$ cat src/common/timer_pkg.sv
package timer_pkg;

	// bus and counter widths
	localparam int data_w  = 8;
	localparam int addr_w  = 3;
	localparam int presc_w = 16;
	localparam int tac_w   = 3;
	localparam int n_src   = 5;

	// read value for bits that have no storage behind them
	localparam logic [data_w-1:0] unused_fill = '1;

	// reset values of the cpu visible registers
	localparam logic [data_w-1:0]  tima_rst = '0;
	localparam logic [data_w-1:0]  tma_rst  = '0;
	localparam logic [tac_w-1:0]   tac_rst  = '0;
	localparam logic [n_src-1:0]   if_rst   = '0;
	localparam logic [n_src-1:0]   ie_rst   = '0;
	localparam logic [presc_w-1:0] presc_rst = '0;

	// prescaler low-bit masks, one per tac rate code
	localparam logic [presc_w-1:0] mask_1024 = 16'h03ff;
	localparam logic [presc_w-1:0] mask_16   = 16'h000f;
	localparam logic [presc_w-1:0] mask_64   = 16'h003f;
	localparam logic [presc_w-1:0] mask_256  = 16'h00ff;

	// register map, 6 and 7 read as all ones
	typedef enum logic [addr_w-1:0] {
		REG_DIV  = 3'd0,
		REG_TIMA = 3'd1,
		REG_TMA  = 3'd2,
		REG_TAC  = 3'd3,
		REG_IF   = 3'd4,
		REG_IE   = 3'd5
	} reg_addr_t;

	// tac[1:0] rate codes
	typedef enum logic [1:0] {
		RATE_1024 = 2'd0,
		RATE_16   = 2'd1,
		RATE_64   = 2'd2,
		RATE_256  = 2'd3
	} rate_t;

	typedef enum logic [1:0] {
		ST_COUNT    = 2'd0,
		ST_OVERFLOW = 2'd1,
		ST_RELOAD   = 2'd2
	} tima_state_t;

	// lower number wins
	typedef enum logic [2:0] {
		SRC_VBLANK = 3'd0,
		SRC_LCD    = 3'd1,
		SRC_TIMER  = 3'd2,
		SRC_SERIAL = 3'd3,
		SRC_JOYPAD = 3'd4,
		SRC_NONE   = 3'd7
	} irq_src_t;

endpackage
$ cat src/verilog/timer_top.sv
`timescale 1ns/1ps

module timer_top (
	input  logic                          clk,
	input  logic                          resetdiv,
	input  logic                          cpu_sel,
	input  logic                          cpu_wr,
	input  logic [timer_pkg::addr_w-1:0]  cpu_addr,
	input  logic [timer_pkg::data_w-1:0]  cpu_di,
	output logic [timer_pkg::data_w-1:0]  cpu_do,
	input  logic [timer_pkg::n_src-1:0]   ext_req,
	input  logic                          irq_ack,
	output logic                          irq,
	output timer_pkg::irq_src_t           irq_src
);

	// bus strobes
	logic                          div_clr;
	logic                          tima_wr;
	logic                          tma_wr;
	logic                          tac_wr;
	logic                          if_wr;
	logic                          ie_wr;
	logic [timer_pkg::data_w-1:0]  wr_data;
	// register views for readback
	logic [timer_pkg::data_w-1:0]  div;
	logic [timer_pkg::data_w-1:0]  tima;
	logic [timer_pkg::data_w-1:0]  tma;
	logic [timer_pkg::tac_w-1:0]   tac;
	logic [timer_pkg::n_src-1:0]   if_val;
	logic [timer_pkg::n_src-1:0]   ie_val;
	// timer datapath
	logic                          tac_en;
	timer_pkg::rate_t              tac_rate;
	logic                          tick;
	logic                          carry;
	logic                          reload;
	logic                          timer_req;

	timer_bus i_bus (
		.cpu_sel (cpu_sel),  .cpu_wr (cpu_wr),   .cpu_addr(cpu_addr),
		.cpu_di  (cpu_di),   .cpu_do (cpu_do),   .div_clr (div_clr),
		.tima_wr (tima_wr),  .tma_wr (tma_wr),   .tac_wr  (tac_wr),
		.if_wr   (if_wr),    .ie_wr  (ie_wr),    .wr_data (wr_data),
		.div     (div),      .tima   (tima),     .tma     (tma),
		.tac     (tac),      .if_val (if_val),   .ie_val  (ie_val)
	);

	prescaler i_prescaler (
		.clk     (clk),      .resetdiv(resetdiv), .div_clr (div_clr),
		.tac_en  (tac_en),   .tac_rate(tac_rate), .tick    (tick),
		.div     (div)
	);

	tima_counter i_tima (
		.clk     (clk),      .resetdiv(resetdiv), .tick    (tick),
		.reload  (reload),   .tima_wr (tima_wr),  .tma_wr  (tma_wr),
		.tac_wr  (tac_wr),   .wr_data (wr_data),  .tac_en  (tac_en),
		.tac_rate(tac_rate), .carry   (carry),    .tima    (tima),
		.tma     (tma),      .tac     (tac)
	);

	overflow_fsm i_ovf (
		.clk     (clk),      .resetdiv(resetdiv), .carry   (carry),
		.tima_wr (tima_wr),  .reload  (reload),   .timer_req(timer_req)
	);

	irq_flags i_irq (
		.clk     (clk),      .resetdiv(resetdiv), .timer_req(timer_req),
		.ext_req (ext_req),  .if_wr   (if_wr),    .ie_wr    (ie_wr),
		.wr_data (wr_data),  .irq_ack (irq_ack),  .irq      (irq),
		.irq_src (irq_src),  .if_val  (if_val),   .ie_val   (ie_val)
	);

endmodule

$ cat src/verilog/timer_bus.sv
`timescale 1ns/1ps

module timer_bus (
	input  logic                          cpu_sel,
	input  logic                          cpu_wr,
	input  logic [timer_pkg::addr_w-1:0]  cpu_addr,
	input  logic [timer_pkg::data_w-1:0]  cpu_di,
	output logic [timer_pkg::data_w-1:0]  cpu_do,
	output logic                          div_clr,
	output logic                          tima_wr,
	output logic                          tma_wr,
	output logic                          tac_wr,
	output logic                          if_wr,
	output logic                          ie_wr,
	output logic [timer_pkg::data_w-1:0]  wr_data,
	input  logic [timer_pkg::data_w-1:0]  div,
	input  logic [timer_pkg::data_w-1:0]  tima,
	input  logic [timer_pkg::data_w-1:0]  tma,
	input  logic [timer_pkg::tac_w-1:0]   tac,
	input  logic [timer_pkg::n_src-1:0]   if_val,
	input  logic [timer_pkg::n_src-1:0]   ie_val
);

	timer_pkg::reg_addr_t addr;
	logic                 wr_en;

	assign addr    = timer_pkg::reg_addr_t'(cpu_addr);
	assign wr_en   = cpu_sel && cpu_wr;
	// write data goes to every register, the strobe picks one
	assign wr_data = cpu_di;

	// one strobe per register, single cycle
	always_comb begin
		div_clr = 1'b0;
		tima_wr = 1'b0;
		tma_wr  = 1'b0;
		tac_wr  = 1'b0;
		if_wr   = 1'b0;
		ie_wr   = 1'b0;
		if (wr_en) begin
			case (addr)
				timer_pkg::REG_DIV:  div_clr = 1'b1;
				timer_pkg::REG_TIMA: tima_wr = 1'b1;
				timer_pkg::REG_TMA:  tma_wr  = 1'b1;
				timer_pkg::REG_TAC:  tac_wr  = 1'b1;
				timer_pkg::REG_IF:   if_wr   = 1'b1;
				timer_pkg::REG_IE:   ie_wr   = 1'b1;
				default: ;
			endcase
		end
	end

	// read path, no storage behind the upper bits so they read as ones
	always_comb begin
		case (addr)
			timer_pkg::REG_DIV:  cpu_do = div;
			timer_pkg::REG_TIMA: cpu_do = tima;
			timer_pkg::REG_TMA:  cpu_do = tma;
			timer_pkg::REG_TAC:
				cpu_do = {timer_pkg::unused_fill[timer_pkg::data_w-1:timer_pkg::tac_w], tac};
			timer_pkg::REG_IF:
				cpu_do = {timer_pkg::unused_fill[timer_pkg::data_w-1:timer_pkg::n_src], if_val};
			timer_pkg::REG_IE:
				cpu_do = {timer_pkg::unused_fill[timer_pkg::data_w-1:timer_pkg::n_src], ie_val};
			default: cpu_do = timer_pkg::unused_fill;
		endcase
	end

endmodule

$ cat src/verilog/irq_flags.sv
`timescale 1ns/1ps

module irq_flags (
	input  logic                          clk,
	input  logic                          resetdiv,
	input  logic                          timer_req,
	input  logic [timer_pkg::n_src-1:0]   ext_req,
	input  logic                          if_wr,
	input  logic                          ie_wr,
	input  logic [timer_pkg::data_w-1:0]  wr_data,
	input  logic                          irq_ack,
	output logic                          irq,
	output timer_pkg::irq_src_t           irq_src,
	output logic [timer_pkg::n_src-1:0]   if_val,
	output logic [timer_pkg::n_src-1:0]   ie_val
);

	logic [timer_pkg::n_src-1:0] set_mask;
	logic [timer_pkg::n_src-1:0] ack_mask;
	logic [timer_pkg::n_src-1:0] pending;

	// timer slot comes from the overflow fsm, ext_req[2] dropped
	assign set_mask = {ext_req[4:3], timer_req, ext_req[1:0]};

	assign pending = if_val & ie_val;
	assign irq     = |pending;

	// lowest pending and enabled source wins
	always_comb begin
		irq_src = timer_pkg::SRC_NONE;
		for (int i = timer_pkg::n_src - 1; i >= 0; i--) begin
			if (pending[i]) begin
				irq_src = timer_pkg::irq_src_t'(i);
			end
		end
	end

	// ack clears whatever irq_src currently names
	always_comb begin
		ack_mask = '0;
		if (irq_ack && (irq_src != timer_pkg::SRC_NONE)) begin
			ack_mask[irq_src] = 1'b1;
		end
	end

	// cpu write replaces, ack clears, new requests set last so they win
	always_ff @(posedge clk or posedge resetdiv) begin
		if (resetdiv) begin
			if_val <= timer_pkg::if_rst;
		end else if (if_wr) begin
			if_val <= wr_data[timer_pkg::n_src-1:0] | set_mask;
		end else begin
			if_val <= (if_val & ~ack_mask) | set_mask;
		end
	end

	always_ff @(posedge clk or posedge resetdiv) begin
		if (resetdiv) begin
			ie_val <= timer_pkg::ie_rst;
		end else if (ie_wr) begin
			ie_val <= wr_data[timer_pkg::n_src-1:0];
		end
	end

endmodule

$ cat src/tima/overflow_fsm.sv
`timescale 1ns/1ps

module overflow_fsm (
	input  logic clk,
	input  logic resetdiv,
	input  logic carry,
	input  logic tima_wr,
	output logic reload,
	output logic timer_req
);

	timer_pkg::tima_state_t state;
	timer_pkg::tima_state_t state_next;

	// ST_COUNT: normal counting
	// ST_OVERFLOW: TIMA sits at 00, cpu may still cancel
	// ST_RELOAD: TMA copy and irq request on the closing edge
	always_comb begin
		state_next = state;
		case (state)
			timer_pkg::ST_COUNT: begin
				if (carry) begin
					state_next = timer_pkg::ST_OVERFLOW;
				end
			end
			timer_pkg::ST_OVERFLOW: begin
				// write to TIMA in the delay cycle drops reload and irq
				if (tima_wr) begin
					state_next = timer_pkg::ST_COUNT;
				end else begin
					state_next = timer_pkg::ST_RELOAD;
				end
			end
			timer_pkg::ST_RELOAD: begin
				if (carry) begin
					state_next = timer_pkg::ST_OVERFLOW;
				end else begin
					state_next = timer_pkg::ST_COUNT;
				end
			end
			default: state_next = timer_pkg::ST_COUNT;
		endcase
	end

	always_ff @(posedge clk or posedge resetdiv) begin
		if (resetdiv) begin
			state     <= timer_pkg::ST_COUNT;
			reload    <= 1'b0;
			timer_req <= 1'b0;
		end else begin
			state <= state_next;
			// registered, so both are high exactly while in ST_RELOAD
			reload    <= (state_next == timer_pkg::ST_RELOAD);
			timer_req <= (state_next == timer_pkg::ST_RELOAD);
		end
	end

endmodule

$ cat src/tima/tima_counter.sv
`timescale 1ns/1ps

module tima_counter (
	input  logic                            clk,
	input  logic                            resetdiv,
	input  logic                            tick,
	input  logic                            reload,
	input  logic                            tima_wr,
	input  logic                            tma_wr,
	input  logic                            tac_wr,
	input  logic [timer_pkg::data_w-1:0]    wr_data,
	output logic                            tac_en,
	output timer_pkg::rate_t                tac_rate,
	output logic                            carry,
	output logic [timer_pkg::data_w-1:0]    tima,
	output logic [timer_pkg::data_w-1:0]    tma,
	output logic [timer_pkg::tac_w-1:0]     tac
);

	// TIMA at FF and about to wrap on this tick
	// a cpu write in the same cycle swallows the wrap
	assign carry = tick && (tima == '1) && !tima_wr;

	// priority: cpu write, then reload, then count
	always_ff @(posedge clk or posedge resetdiv) begin
		if (resetdiv) begin
			tima <= timer_pkg::tima_rst;
		end else if (tima_wr) begin
			tima <= wr_data;
		end else if (reload) begin
			tima <= tma;
		end else if (tick) begin
			// FF wraps to 00 here, overflow fsm handles the rest
			tima <= tima + 1'b1;
		end
	end

	// modulo register
	always_ff @(posedge clk or posedge resetdiv) begin
		if (resetdiv) begin
			tma <= timer_pkg::tma_rst;
		end else if (tma_wr) begin
			tma <= wr_data;
		end
	end

	// only three bits of TAC are stored
	always_ff @(posedge clk or posedge resetdiv) begin
		if (resetdiv) begin
			tac <= timer_pkg::tac_rst;
		end else if (tac_wr) begin
			tac <= wr_data[timer_pkg::tac_w-1:0];
		end
	end

	// bit 2 enable, bits 1:0 rate code
	assign tac_en   = tac[2];
	assign tac_rate = timer_pkg::rate_t'(tac[1:0]);

endmodule

$ cat src/prescaler/prescaler.sv
`timescale 1ns/1ps

module prescaler (
	input  logic                             clk,
	input  logic                             resetdiv,
	input  logic                             div_clr,
	input  logic                             tac_en,
	input  timer_pkg::rate_t                 tac_rate,
	output logic                             tick,
	output logic [timer_pkg::data_w-1:0]     div
);

	// free running system counter
	logic [timer_pkg::presc_w-1:0] count;
	// low bits that must be zero for a tick
	logic [timer_pkg::presc_w-1:0] rate_mask;

	// runs every clock, cpu write to DIV clears all 16 bits
	always_ff @(posedge clk or posedge resetdiv) begin
		if (resetdiv) begin
			count <= timer_pkg::presc_rst;
		end else if (div_clr) begin
			count <= '0;
		end else begin
			count <= count + 1'b1;
		end
	end

	// DIV is the upper byte, one step per 256 clocks
	assign div = count[timer_pkg::presc_w-1 -: timer_pkg::data_w];

	// rate code to mask
	always_comb begin
		case (tac_rate)
			timer_pkg::RATE_1024: rate_mask = timer_pkg::mask_1024;
			timer_pkg::RATE_16:   rate_mask = timer_pkg::mask_16;
			timer_pkg::RATE_64:   rate_mask = timer_pkg::mask_64;
			timer_pkg::RATE_256:  rate_mask = timer_pkg::mask_256;
			default:              rate_mask = timer_pkg::mask_1024;
		endcase
	end

	// enable only tested here
	// tick lasts one clock since the count moves every clock
	assign tick = tac_en && ((count & rate_mask) == '0);

endmodule

$ cat config.mk
export PLATFORM = sky130hd
export DESIGN_NAME = timer_top
export DESIGN_NICKNAME = d
export VERILOG_FILES = /design/src/common/timer_pkg.sv /design/src/verilog/timer_top.sv /design/src/verilog/timer_bus.sv /design/src/verilog/irq_flags.sv /design/src/tima/overflow_fsm.sv /design/src/tima/tima_counter.sv /design/src/prescaler/prescaler.sv
export SDC_FILE = /design/constraint.sdc
export NUM_CORES = 1
export LEC_CHECK = 0
export BUFFER_PORTS_ARGS = -buffer_cell sky130_fd_sc_hd__buf_2
export CAP_MARGIN = 10
export CORE_MARGIN = 2
export CORE_UTILIZATION = 50
export CTS_CLUSTER_SIZE = 28
export DETAILED_ROUTE_END_ITERATION = 16
export PLACE_DENSITY = 0.7
export SKIP_CTS_REPAIR_TIMING = 1
export SLEW_MARGIN = 20
export SYNTH_ARGS = -nofsm -noshare
export SYNTH_HDL_FRONTEND = slang
export SYNTH_SLANG_ARGS = --single-unit
$ cat constraint.sdc
create_clock -name clk -period 5.3 [get_ports clk]
set_input_delay 1.59 -clock clk [delete_from_list [all_inputs] [get_ports clk]]
set_output_delay 1.59 -clock clk [all_outputs]
set_load 0.01 [all_outputs]
Yosys cells after proc, flatten, opt, wreduce, memory -nomap -nowiden
Cells that the tools add are included.
Word-level totals
  register bits after elaboration: 48
  logic and storage cells: 75
  input bits: 21
Cells by class
  magnitude comparators: 2
  add/subtract/negate cells: 2
  reductions and logical operators: 13
  mux-type cells: 31
  equal/unequal tests: 13
  bitwise operators: 6
Operator list (number)
  16-bit one-hot mux with 4 select lines: 1
  8-bit one-hot mux with 6 select lines: 1
  8-bit two-way mux: 3
  16-bit by 1-bit adder with 16-bit output, second input constant: 1
  16-bit AND: 1
  16-bit logical NOT: 1
  16-bit two-way mux: 1
  1-bit two-way mux: 14
  3-bit two-way mux: 4
  5-bit AND: 2
  5-bit two-way mux: 2
  5-bit bitwise OR: 2
  8-bit by 1-bit adder with 8-bit output, second input constant: 1
  2-bit == test, second input constant: 4
  8-bit == test, second input constant: 1
  3-bit by 2-bit == test with 1-bit output, second input constant: 2
  3-bit == test, second input constant: 2
  1-bit logical AND: 6
  2-bit two-way mux: 3
  2-bit one-hot mux with 3 select lines: 1
  5-bit inverter: 1
  5-bit OR reduction: 1
  2-bit by 1-bit == test with 1-bit output, second input constant: 2
  2-bit logical NOT: 2
  other kinds (8): 8

Depth between registers and ports, before layout
Gate-level depths: netlist of the first run.
  word-level depth: 15
  mapped depth: 7
  gate-level depth less buffers: 7

Hierarchy
A second synthesis of the first run with hierarchy kept.
Second synthesis, totals
  cell total of the unflattened synthesis: 327
  area, all modules: 3111.7 um^2
Modules (own cells, without submodules)
  tima_counter: cells each 98, area each 1046.0 um^2, sequential area each 475.5 um^2, instances 1
  prescaler: cells each 103, area each 964.7 um^2, sequential area each 400.4 um^2, instances 1
  irq_flags: cells each 50, area each 516.7 um^2, sequential area each 250.2 um^2, instances 1
  timer_bus: cells each 68, area each 474.2 um^2, sequential area each 0.0 um^2, instances 1
  overflow_fsm: cells each 8, area each 110.1 um^2, sequential area each 75.1 um^2, instances 1

Worst setup path before layout of the first run
Ideal clock, no wire load.
  path kind: input-to-output
  start: input port cpu_addr[0] (netlist name)
  end: output port cpu_do[1] (netlist name)
  buffers on the path: 2
  required time: 3710 ps
  arrival: 2528 ps
  cell stages on the path: 4
  path slack: 1182 ps
  path through: buf_4 clkbuf_1 o21ai_0 a221o_1
On the way
  cells in the longest elaborated chain, start to end: 2
RTL lines
  start: declaration: RTL line timer_top.sv:8  | input logic [timer_pkg::addr_w-1:0] cpu_addr,
  3-bit == test, or another cell as far along: RTL line timer_bus.sv:55  | case (addr)
  8-bit one-hot mux with 6 select lines *: RTL line timer_bus.sv:55
  end: declaration: RTL line timer_top.sv:10  | output logic [timer_pkg::data_w-1:0] cpu_do,
Every way passes the cells marked *; elsewhere a longest branch is shown, timed or not.

Final worst setup path of the first run
  start: input port cpu_addr[1] (netlist name)
  end: output port cpu_do[2] (netlist name)
Same word-level chain as after synthesis.

==> results of run 1 <==
## cells in the mapped netlist, drive strengths merged, types with 2 or more instances
cell	number	area [um^2]
and2	2	15.0
buf	8	45.0
nand2	28	105
a221o	4	40.0
mux2	16	180
nor3	8	50.1
ha	5	62.6
a21oi	20	100
dfrtp	48	1200
xor2	9	78.8
nand3b	3	22.5
inv	13	48.8
nand2b	5	31.3
o21ai	16	83.8
a31oi	5	31.3
and3	3	18.8
nand3	14	70.1
nor3b	2	15.0
nor2	30	115
a22oi	6	45.0
nand4	4	25.0
mux2i	5	50.1
clkbuf	3	11.3
xnor2	11	96.3
o22ai	4	25.0
## worst paths after layout
path                                      from              to  slack [ns]  cells after the start
worst max-delay path               cpu_addr[1]       cpu_do[2]        0.85                      5
worst min-delay path            i_ovf.state[1]  i_ovf.state[1]        0.44                      1
worst max register to register   i_tima.tac[0]  i_tima.tima[4]        3.48                      7
worst min register to register  i_ovf.state[1]  i_ovf.state[1]        0.44                      1
max in group asynchronous             resetdiv   i_tima.tma[0]        3.37                      2
min in group asynchronous             resetdiv   i_tima.tma[6]        1.41                      2
## final cells by class
| class | instances | share of cell area, % |
|---|---|---|
| Multi-Input combinational cell | 216 | 47.4 |
| Sequential cell | 48 | 39.9 |
| Timing Repair Buffer | 31 | 5.15 |
| Clock buffer | 8 | 2.99 |
| Tap cell | 70 | 2.91 |
| Inverter | 13 | 1.66 |
## power by group through the flow
stage	combinational, W	sequential [W]	clock, W
2_1_floorplan	0.000278	0.000556	0
3_3_place_gp	0.000339	0.000589	0
3_5_place_dp	0.000349	0.000593	0
4_1_cts	0.000353	0.000586	0.000233
5_1_grt	0.000394	0.000605	0.000245
6_report	0.000350	0.000588	0.000229
## stage by stage
step	total power, W	hold WS [ns]	cells	setup WS [ns]
4_1_cts	0.00117	0.443	386	0.848
6_report	0.00117	0.436	386	0.854
3_3_place_gp	0.000928	0.422	378	0.859
2_1_floorplan	0.000834	0.410	288	1.18
5_1_grt	0.00124	0.480	386	0.737
3_5_place_dp	0.000942	0.430	378	0.850
## critical path, delay by kind of cell
| family | cells | cell delay, ns |
|---|---|---|
| AND/OR/NAND/NOR | 2 | 0.41 |
| buffers and inverters | 2 | 0.47 |
| AO/OA/AOI/OAI | 1 | 0.36 |
## registers in the layout, summed over array words and instances, names as in the netlist
| register | count |
|---|---|
| i_ovf.state | 2 |
| i_tima.tima | 8 |
| i_tima.tac | 3 |
| i_prescaler.count | 16 |
| i_tima.tma | 8 |
| i_irq.ie_val | 5 |
| i_ovf.reload | 1 |
| i_irq.if_val | 5 |
## kinds of logic after synthesis
kind of cell    synth area share, %
flops                          43.9
mux                            9.24
xor+xnor                       6.40
compound gates                 15.4
simple gates                   18.9
buf+inv                        3.84
fa+ha+maj                      2.29
## metal layers
layer	vias up	global-route usage, %
met3	7	3.72
met1	1092	32.3
met2	52	34.5
met4	0	4.39
li1	1071	-
met5	-	0
==> reports/results.txt, run 1 <==
ys flop type: dfrtp_1
EDFF count, synth: 0
met1 wire length: 3.01 mm
WL met2: 2.92 mm
Via Count: 2222
post-synthesis cell type count: 46
Psw: 0.000419 W
Setup crit end kind: primary output
Final setup viols: 0
commonest non-fill, non-tap cell in the layout: dfrtp_1
Final Skew: 0.00768 ns
worst hold-check path type: register to register
setup TNS: 0 ns
Int Pwr: 0.000749 W
VDD IR max: 0.197 mV
Initial DRC Count: 219
DIE AREA: 6080 um^2
Routed WL per cell: 16.2 um
Critical Path, Cell by Cell: buf_2 -> nand2b_1 -> nor2_1 -> a221o_1 -> buf_2
dpl cell area: 2920 um^2
minimum clock period: 4.45 ns
Post-Syn Area: 2740 um^2
Post-Syn Nets: 314
layout cells sized above 1: 19.9%
post-DP HPWL: 4.47 mm
clock root cell: clkbuf_8
aggregate global routing overflow: 0
status: completed
clock-pin slew on the worst setup and hold paths: 0.09 ns
P_leak: 1.30 nW
fillcell total: 488
Layout area overhead: 10.2%
first-pass GRT wire length: 10.6 mm
YS warnings: 0
Comb pwr share: 30.0%
final WL: 6.26 mm
Cell Pwr Density: 387 nW/um^2
clock tree sinks: 48
CTS tree: built
Remaining DRCs: 0
Avg Inst Size Synth: 9.50 um^2
overall global routing resource usage: 22.0%
sequential share of power: 50.4%
Clock power frac: 19.6%
IO Port Bufs: 31
max incr delay on CP: 0.36 ns
CP max FO: 21
commonest cells after routing, fill and taps aside: dfrtp_1 (48), buf_2 (31), nor2_1 (29)
Die Wd: 78.0 um
#FFs+latches synth: 48
drt pass-1 iters: 4
FF/Latch Area: 1200 um^2
number of diodes: 0
top sig layer: met4
vias in the first global route: 2134
nets@finish: 341
Switching Fraction: 35.9%
clk_lat worst skew: 0.30 ns
slowest cell on the critical path: a221o_1
H-tree depth: 2
CP required: 3.71 ns
max-cap violations: 0
final instance area: 3010 um^2
core occupancy in the finished layout: 57.9%
Max Slew Vio Count: 0
Top cell by count, worst path: buf_2
Rows: 26
Starting Density: 52.5%
Vias/cell: 5.76
clock tree buffer depth: 2
die height: 78.0 um
Crit path arrival time: 2.86 ns
RSZ-0062 raised after global routing: false
core footprint: 5200 um^2
post-synthesis sequential area ratio: 43.9%
area of the multi-input gates: 1430 um^2
Placer Congestion: 0.846
Final ANT Viol Nets: 0
fin crit share: 83.9%
pin count of the biggest net entering global routing: 49
slew margin rel.: 32.8%
final hold vios: 0
CTS Buf Count: 5
io pins: 33
Cells after Synth: 288
startpoint types: input pin
initial antenna violation count: 0
WL met3: 281 um
crit path kind: input pin to primary output
Achievable Freq: 225 MHz
Post-synth ARST share: 100%
worst-margin pin slew: 1.00 ns
Power figures use the tool's default switching activity.
==> run 2: changes to the inputs <==
Settings changed: ABC_AREA set to 1, PLACE_DENSITY 0.7 to 0.73.
Clock period 5.3 ns to 4.05 ns, I/O delays scaled along.
==> run 2 against run 1 <==
  * First-iteration DRC count decreased by 28%
  * Largest power group unchanged
  * Via count is 23% higher
  * Total power is 37% higher
  * Highest routed layer unchanged
  * Die area is 5.1% higher
  * Critical path depth up 3
  * Setup slack got worse by 0.41 ns
  * Core utilization is 0.52 points higher
  * Non-clock buffer count stayed put
  * Routed wire length rose by 11%
  * Worst hold slack lost 0.0024 ns
  * Sequential cell count unchanged
==> reports/results.txt, run 2 <==
RSZ-0062 raised after global routing: false
Placer Congestion: 0.842 (-0.52%)
P_leak: 1.71 nW (+32%)
number of diodes: 0 (unchanged)
Max Slew Vio Count: 0 (unchanged)
Starting Density: 52.0% (-0.52 points)
commonest cells after routing, fill and taps aside: nand2_1 (130), inv_1 (63), dfrtp_1 (48)
Largest register FFs: 16 (unchanged)
fin crit share: 89.1%
overall global routing resource usage: 23.7% (+1.7 points)
clock tree sinks: 48 (unchanged)
CP required: 2.83 ns (-0.88 ns)
worst-margin pin slew: 0.823 ns (-0.180 ns)
minimum clock period: 3.61 ns
clock tree buffer depth: 2 (unchanged)
clk_lat worst skew: 0.30 ns (about the same)
post-synthesis sequential area ratio: 41.7% (-2.2 points)
Largest Register: i_prescaler.count
post-layout total power: 0.00160 W (+37%)
most instantiated cells after synthesis: nand2_1 (130), inv_1 (64), dfrtp_1 (48)
Vias/cell: 5.24 (-9.0%)
final WL: 6.98 mm (+11%)
Worst R2R Setup Slack: 2.43 ns (-1.05 ns)
Initial DRC Count: 157 (-28%)
clock-pin slew on the worst setup and hold paths: 0.09 ns (about the same)
Yosys top cell by area: dfrtp_1
setup TNS: 0 ns (unchanged)
CTS tree: built
Synth area leaders: dfrtp_1 (42%), nand2_1 (17%), inv_1 (8.3%)
aggregate global routing overflow: 0 (unchanged)
Layout area overhead: 12.2%
vias in the first global route: 2550 (+19%)
Via Count: 2734 (+23%)
die height: 79.9 um (+2.5%)
YS warnings: 0 (unchanged)
post-DP HPWL: 5.29 mm (+18%)
CTS Buf Count: 5 (unchanged)
nets@finish: 475 (+39%)
drt pass-1 iters: 4 (unchanged)
#FFs+latches synth: 48 (unchanged)
Remaining DRCs: 0 (unchanged)
slew margin rel.: 45.1% (+12 points)
pin count of the biggest net entering global routing: 49 (unchanged)
Final setup viols: 0 (unchanged)
VDD IR max: 0.227 mV (+15%)
Post-Syn Area: 2880 um^2 (+5.4%)
worst hold-check path type: register to register
Post-synth ARST share: 100% (unchanged)
core footprint: 5540 um^2 (+6.4%)
worst r2r src: i_tima.tac[0]
initial antenna violation count: 0 (unchanged)
Final ANT Viol Nets: 0 (unchanged)
startpoint types: input pin
final hold vios: 0 (unchanged)
layout cells sized above 1: 12.2% (-7.7 points)
final worst slack: 0.440 ns (-0.413 ns)
Synth top area share: 41.7% (-2.2 points)
Avg Inst Size Synth: 6.96 um^2 (-27%)
Rows: 27 (+3.8%)
Final Skew: 0.00569 ns (-0.00199 ns)
Post-Syn Nets: 440 (+40%)
CP max FO: 7 (-67%)
Crit path arrival time: 2.39 ns (-0.47 ns)
DIE AREA: 6390 um^2 (+5.1%)
max-cap violations: 0 (unchanged)
Achievable Freq: 277 MHz
Cell Pwr Density: 494 nW/um^2 (+28%)
Cells after Synth: 414 (+44%)
Routed WL per cell: 13.4 um (-18%)
first-pass GRT wire length: 11.8 mm (+11%)
H-tree depth: 2 (unchanged)
ys flop type: dfrtp_1
io pins: 33 (unchanged)
Hold Startpoint: i_ovf.state[1]
Die Wd: 79.9 um (+2.5%)
post-synthesis cell type count: 31 (-33%)
status: completed
EDFF count, synth: 0 (unchanged)
worst slack, placed: 0.451 ns (-0.400 ns)
biggest regs: i_prescaler.count: 16 flops, i_tima.tima: 8 flops, i_tima.tma: 8 flops
crit path launch: cpu_addr[1]
Setup crit end kind: primary output
crit path kind: input pin to primary output
commonest non-fill, non-tap cell in the layout: nand2_1
most numerous cell in the Yosys netlist: nand2_1
IO Port Bufs: 31 (unchanged)
clock root cell: clkbuf_8
-- run 2: cell count changes after synthesis, sizes merged, moves of 5 or more --
cell,change
inv,+57
buf,-6
mux2i,-5
nand2,+104
o21ai,+19
mux2,-16
nand3,+20
nand2b,-5
xnor2,-8
xor2,-8
-- run 2: path summary, 6_finish.rpt --
| path | cells after the start | end |
|---|---|---|
| hold / removal | 1 | i_ovf.reload |
| setup reg to reg | 9 | i_tima.tima[3] |
| min in group asynchronous | 2 | i_prescaler.count[11] |
| setup / recovery | 8 | cpu_do[1] |
| hold reg to reg | 1 | i_ovf.reload |
| max in group asynchronous | 2 | i_tima.tma[7] |
-- run 2: layout make-up --
class,count,area (um^2)
Fill cell,538,2300
Multi-Input combinational cell,293,1400
Sequential cell,48,1200
Inverter,70,267
Timing Repair Buffer,31,155
Clock buffer,7,96.3
Tap cell,72,90.1
Clock inverter,1,30.0
-- run 2: worst max-delay path: stages --
cell and delay [ns]:
buf_2 0.13, inv_1 0.11, nand3_1 0.22, nand3_1 0.24
o21ai_0 0.12, nor2_1 0.10, nand4_1 0.10, buf_2 0.16
-- run 2: routing by layer --
| metal | GRT usage, % | routed length, um | vias up |
|---|---|---|---|
| li1 | - | - | 1397 |
| met1 | 32.7 | 3300 | 1260 |
| met2 | 37.8 | 3240 | 67 |
| met3 | 4.19 | 340 | 10 |
| met4 | 7.46 | 104 | 0 |
| met5 | 0 | 0 | - |
-- run 2: kinds of logic after synthesis --
| kind of cell | count (synthesis) | share of synthesized area, % |
|---|---|---|
| fa+ha+maj | 5 | 2.17 |
| simple gates | 216 | 32.4 |
| flops | 48 | 41.7 |
| compound gates | 68 | 12.7 |
| buf+inv | 73 | 9.90 |
| xor+xnor | 4 | 1.22 |
-- run 2: through the flow --
step | hold slack [ns] | cell area, um^2 | instances | util (%)
2_1_floorplan | 0.408 | 2880 | 414 | -
3_3_place_gp | 0.414 | 3110 | 514 | 56.1
3_5_place_dp | 0.425 | 3110 | 514 | 56.1
4_1_cts | 0.437 | 3230 | 522 | 58.4
5_1_grt | 0.446 | 3240 | 522 | 58.4
6_report | 0.433 | 3240 | 522 | 58.4
-- run 2: where the power goes --
part	switching, W	internal (W)	leakage, nW	total (W)
Clock	0.000163	0.000218	0.0645	0.000381
Combinational	0.000289	0.000189	1.05	0.000477
Sequential	0.000137	0.000604	0.593	0.000741
Total	0.000588	0.00101	1.71	0.00160
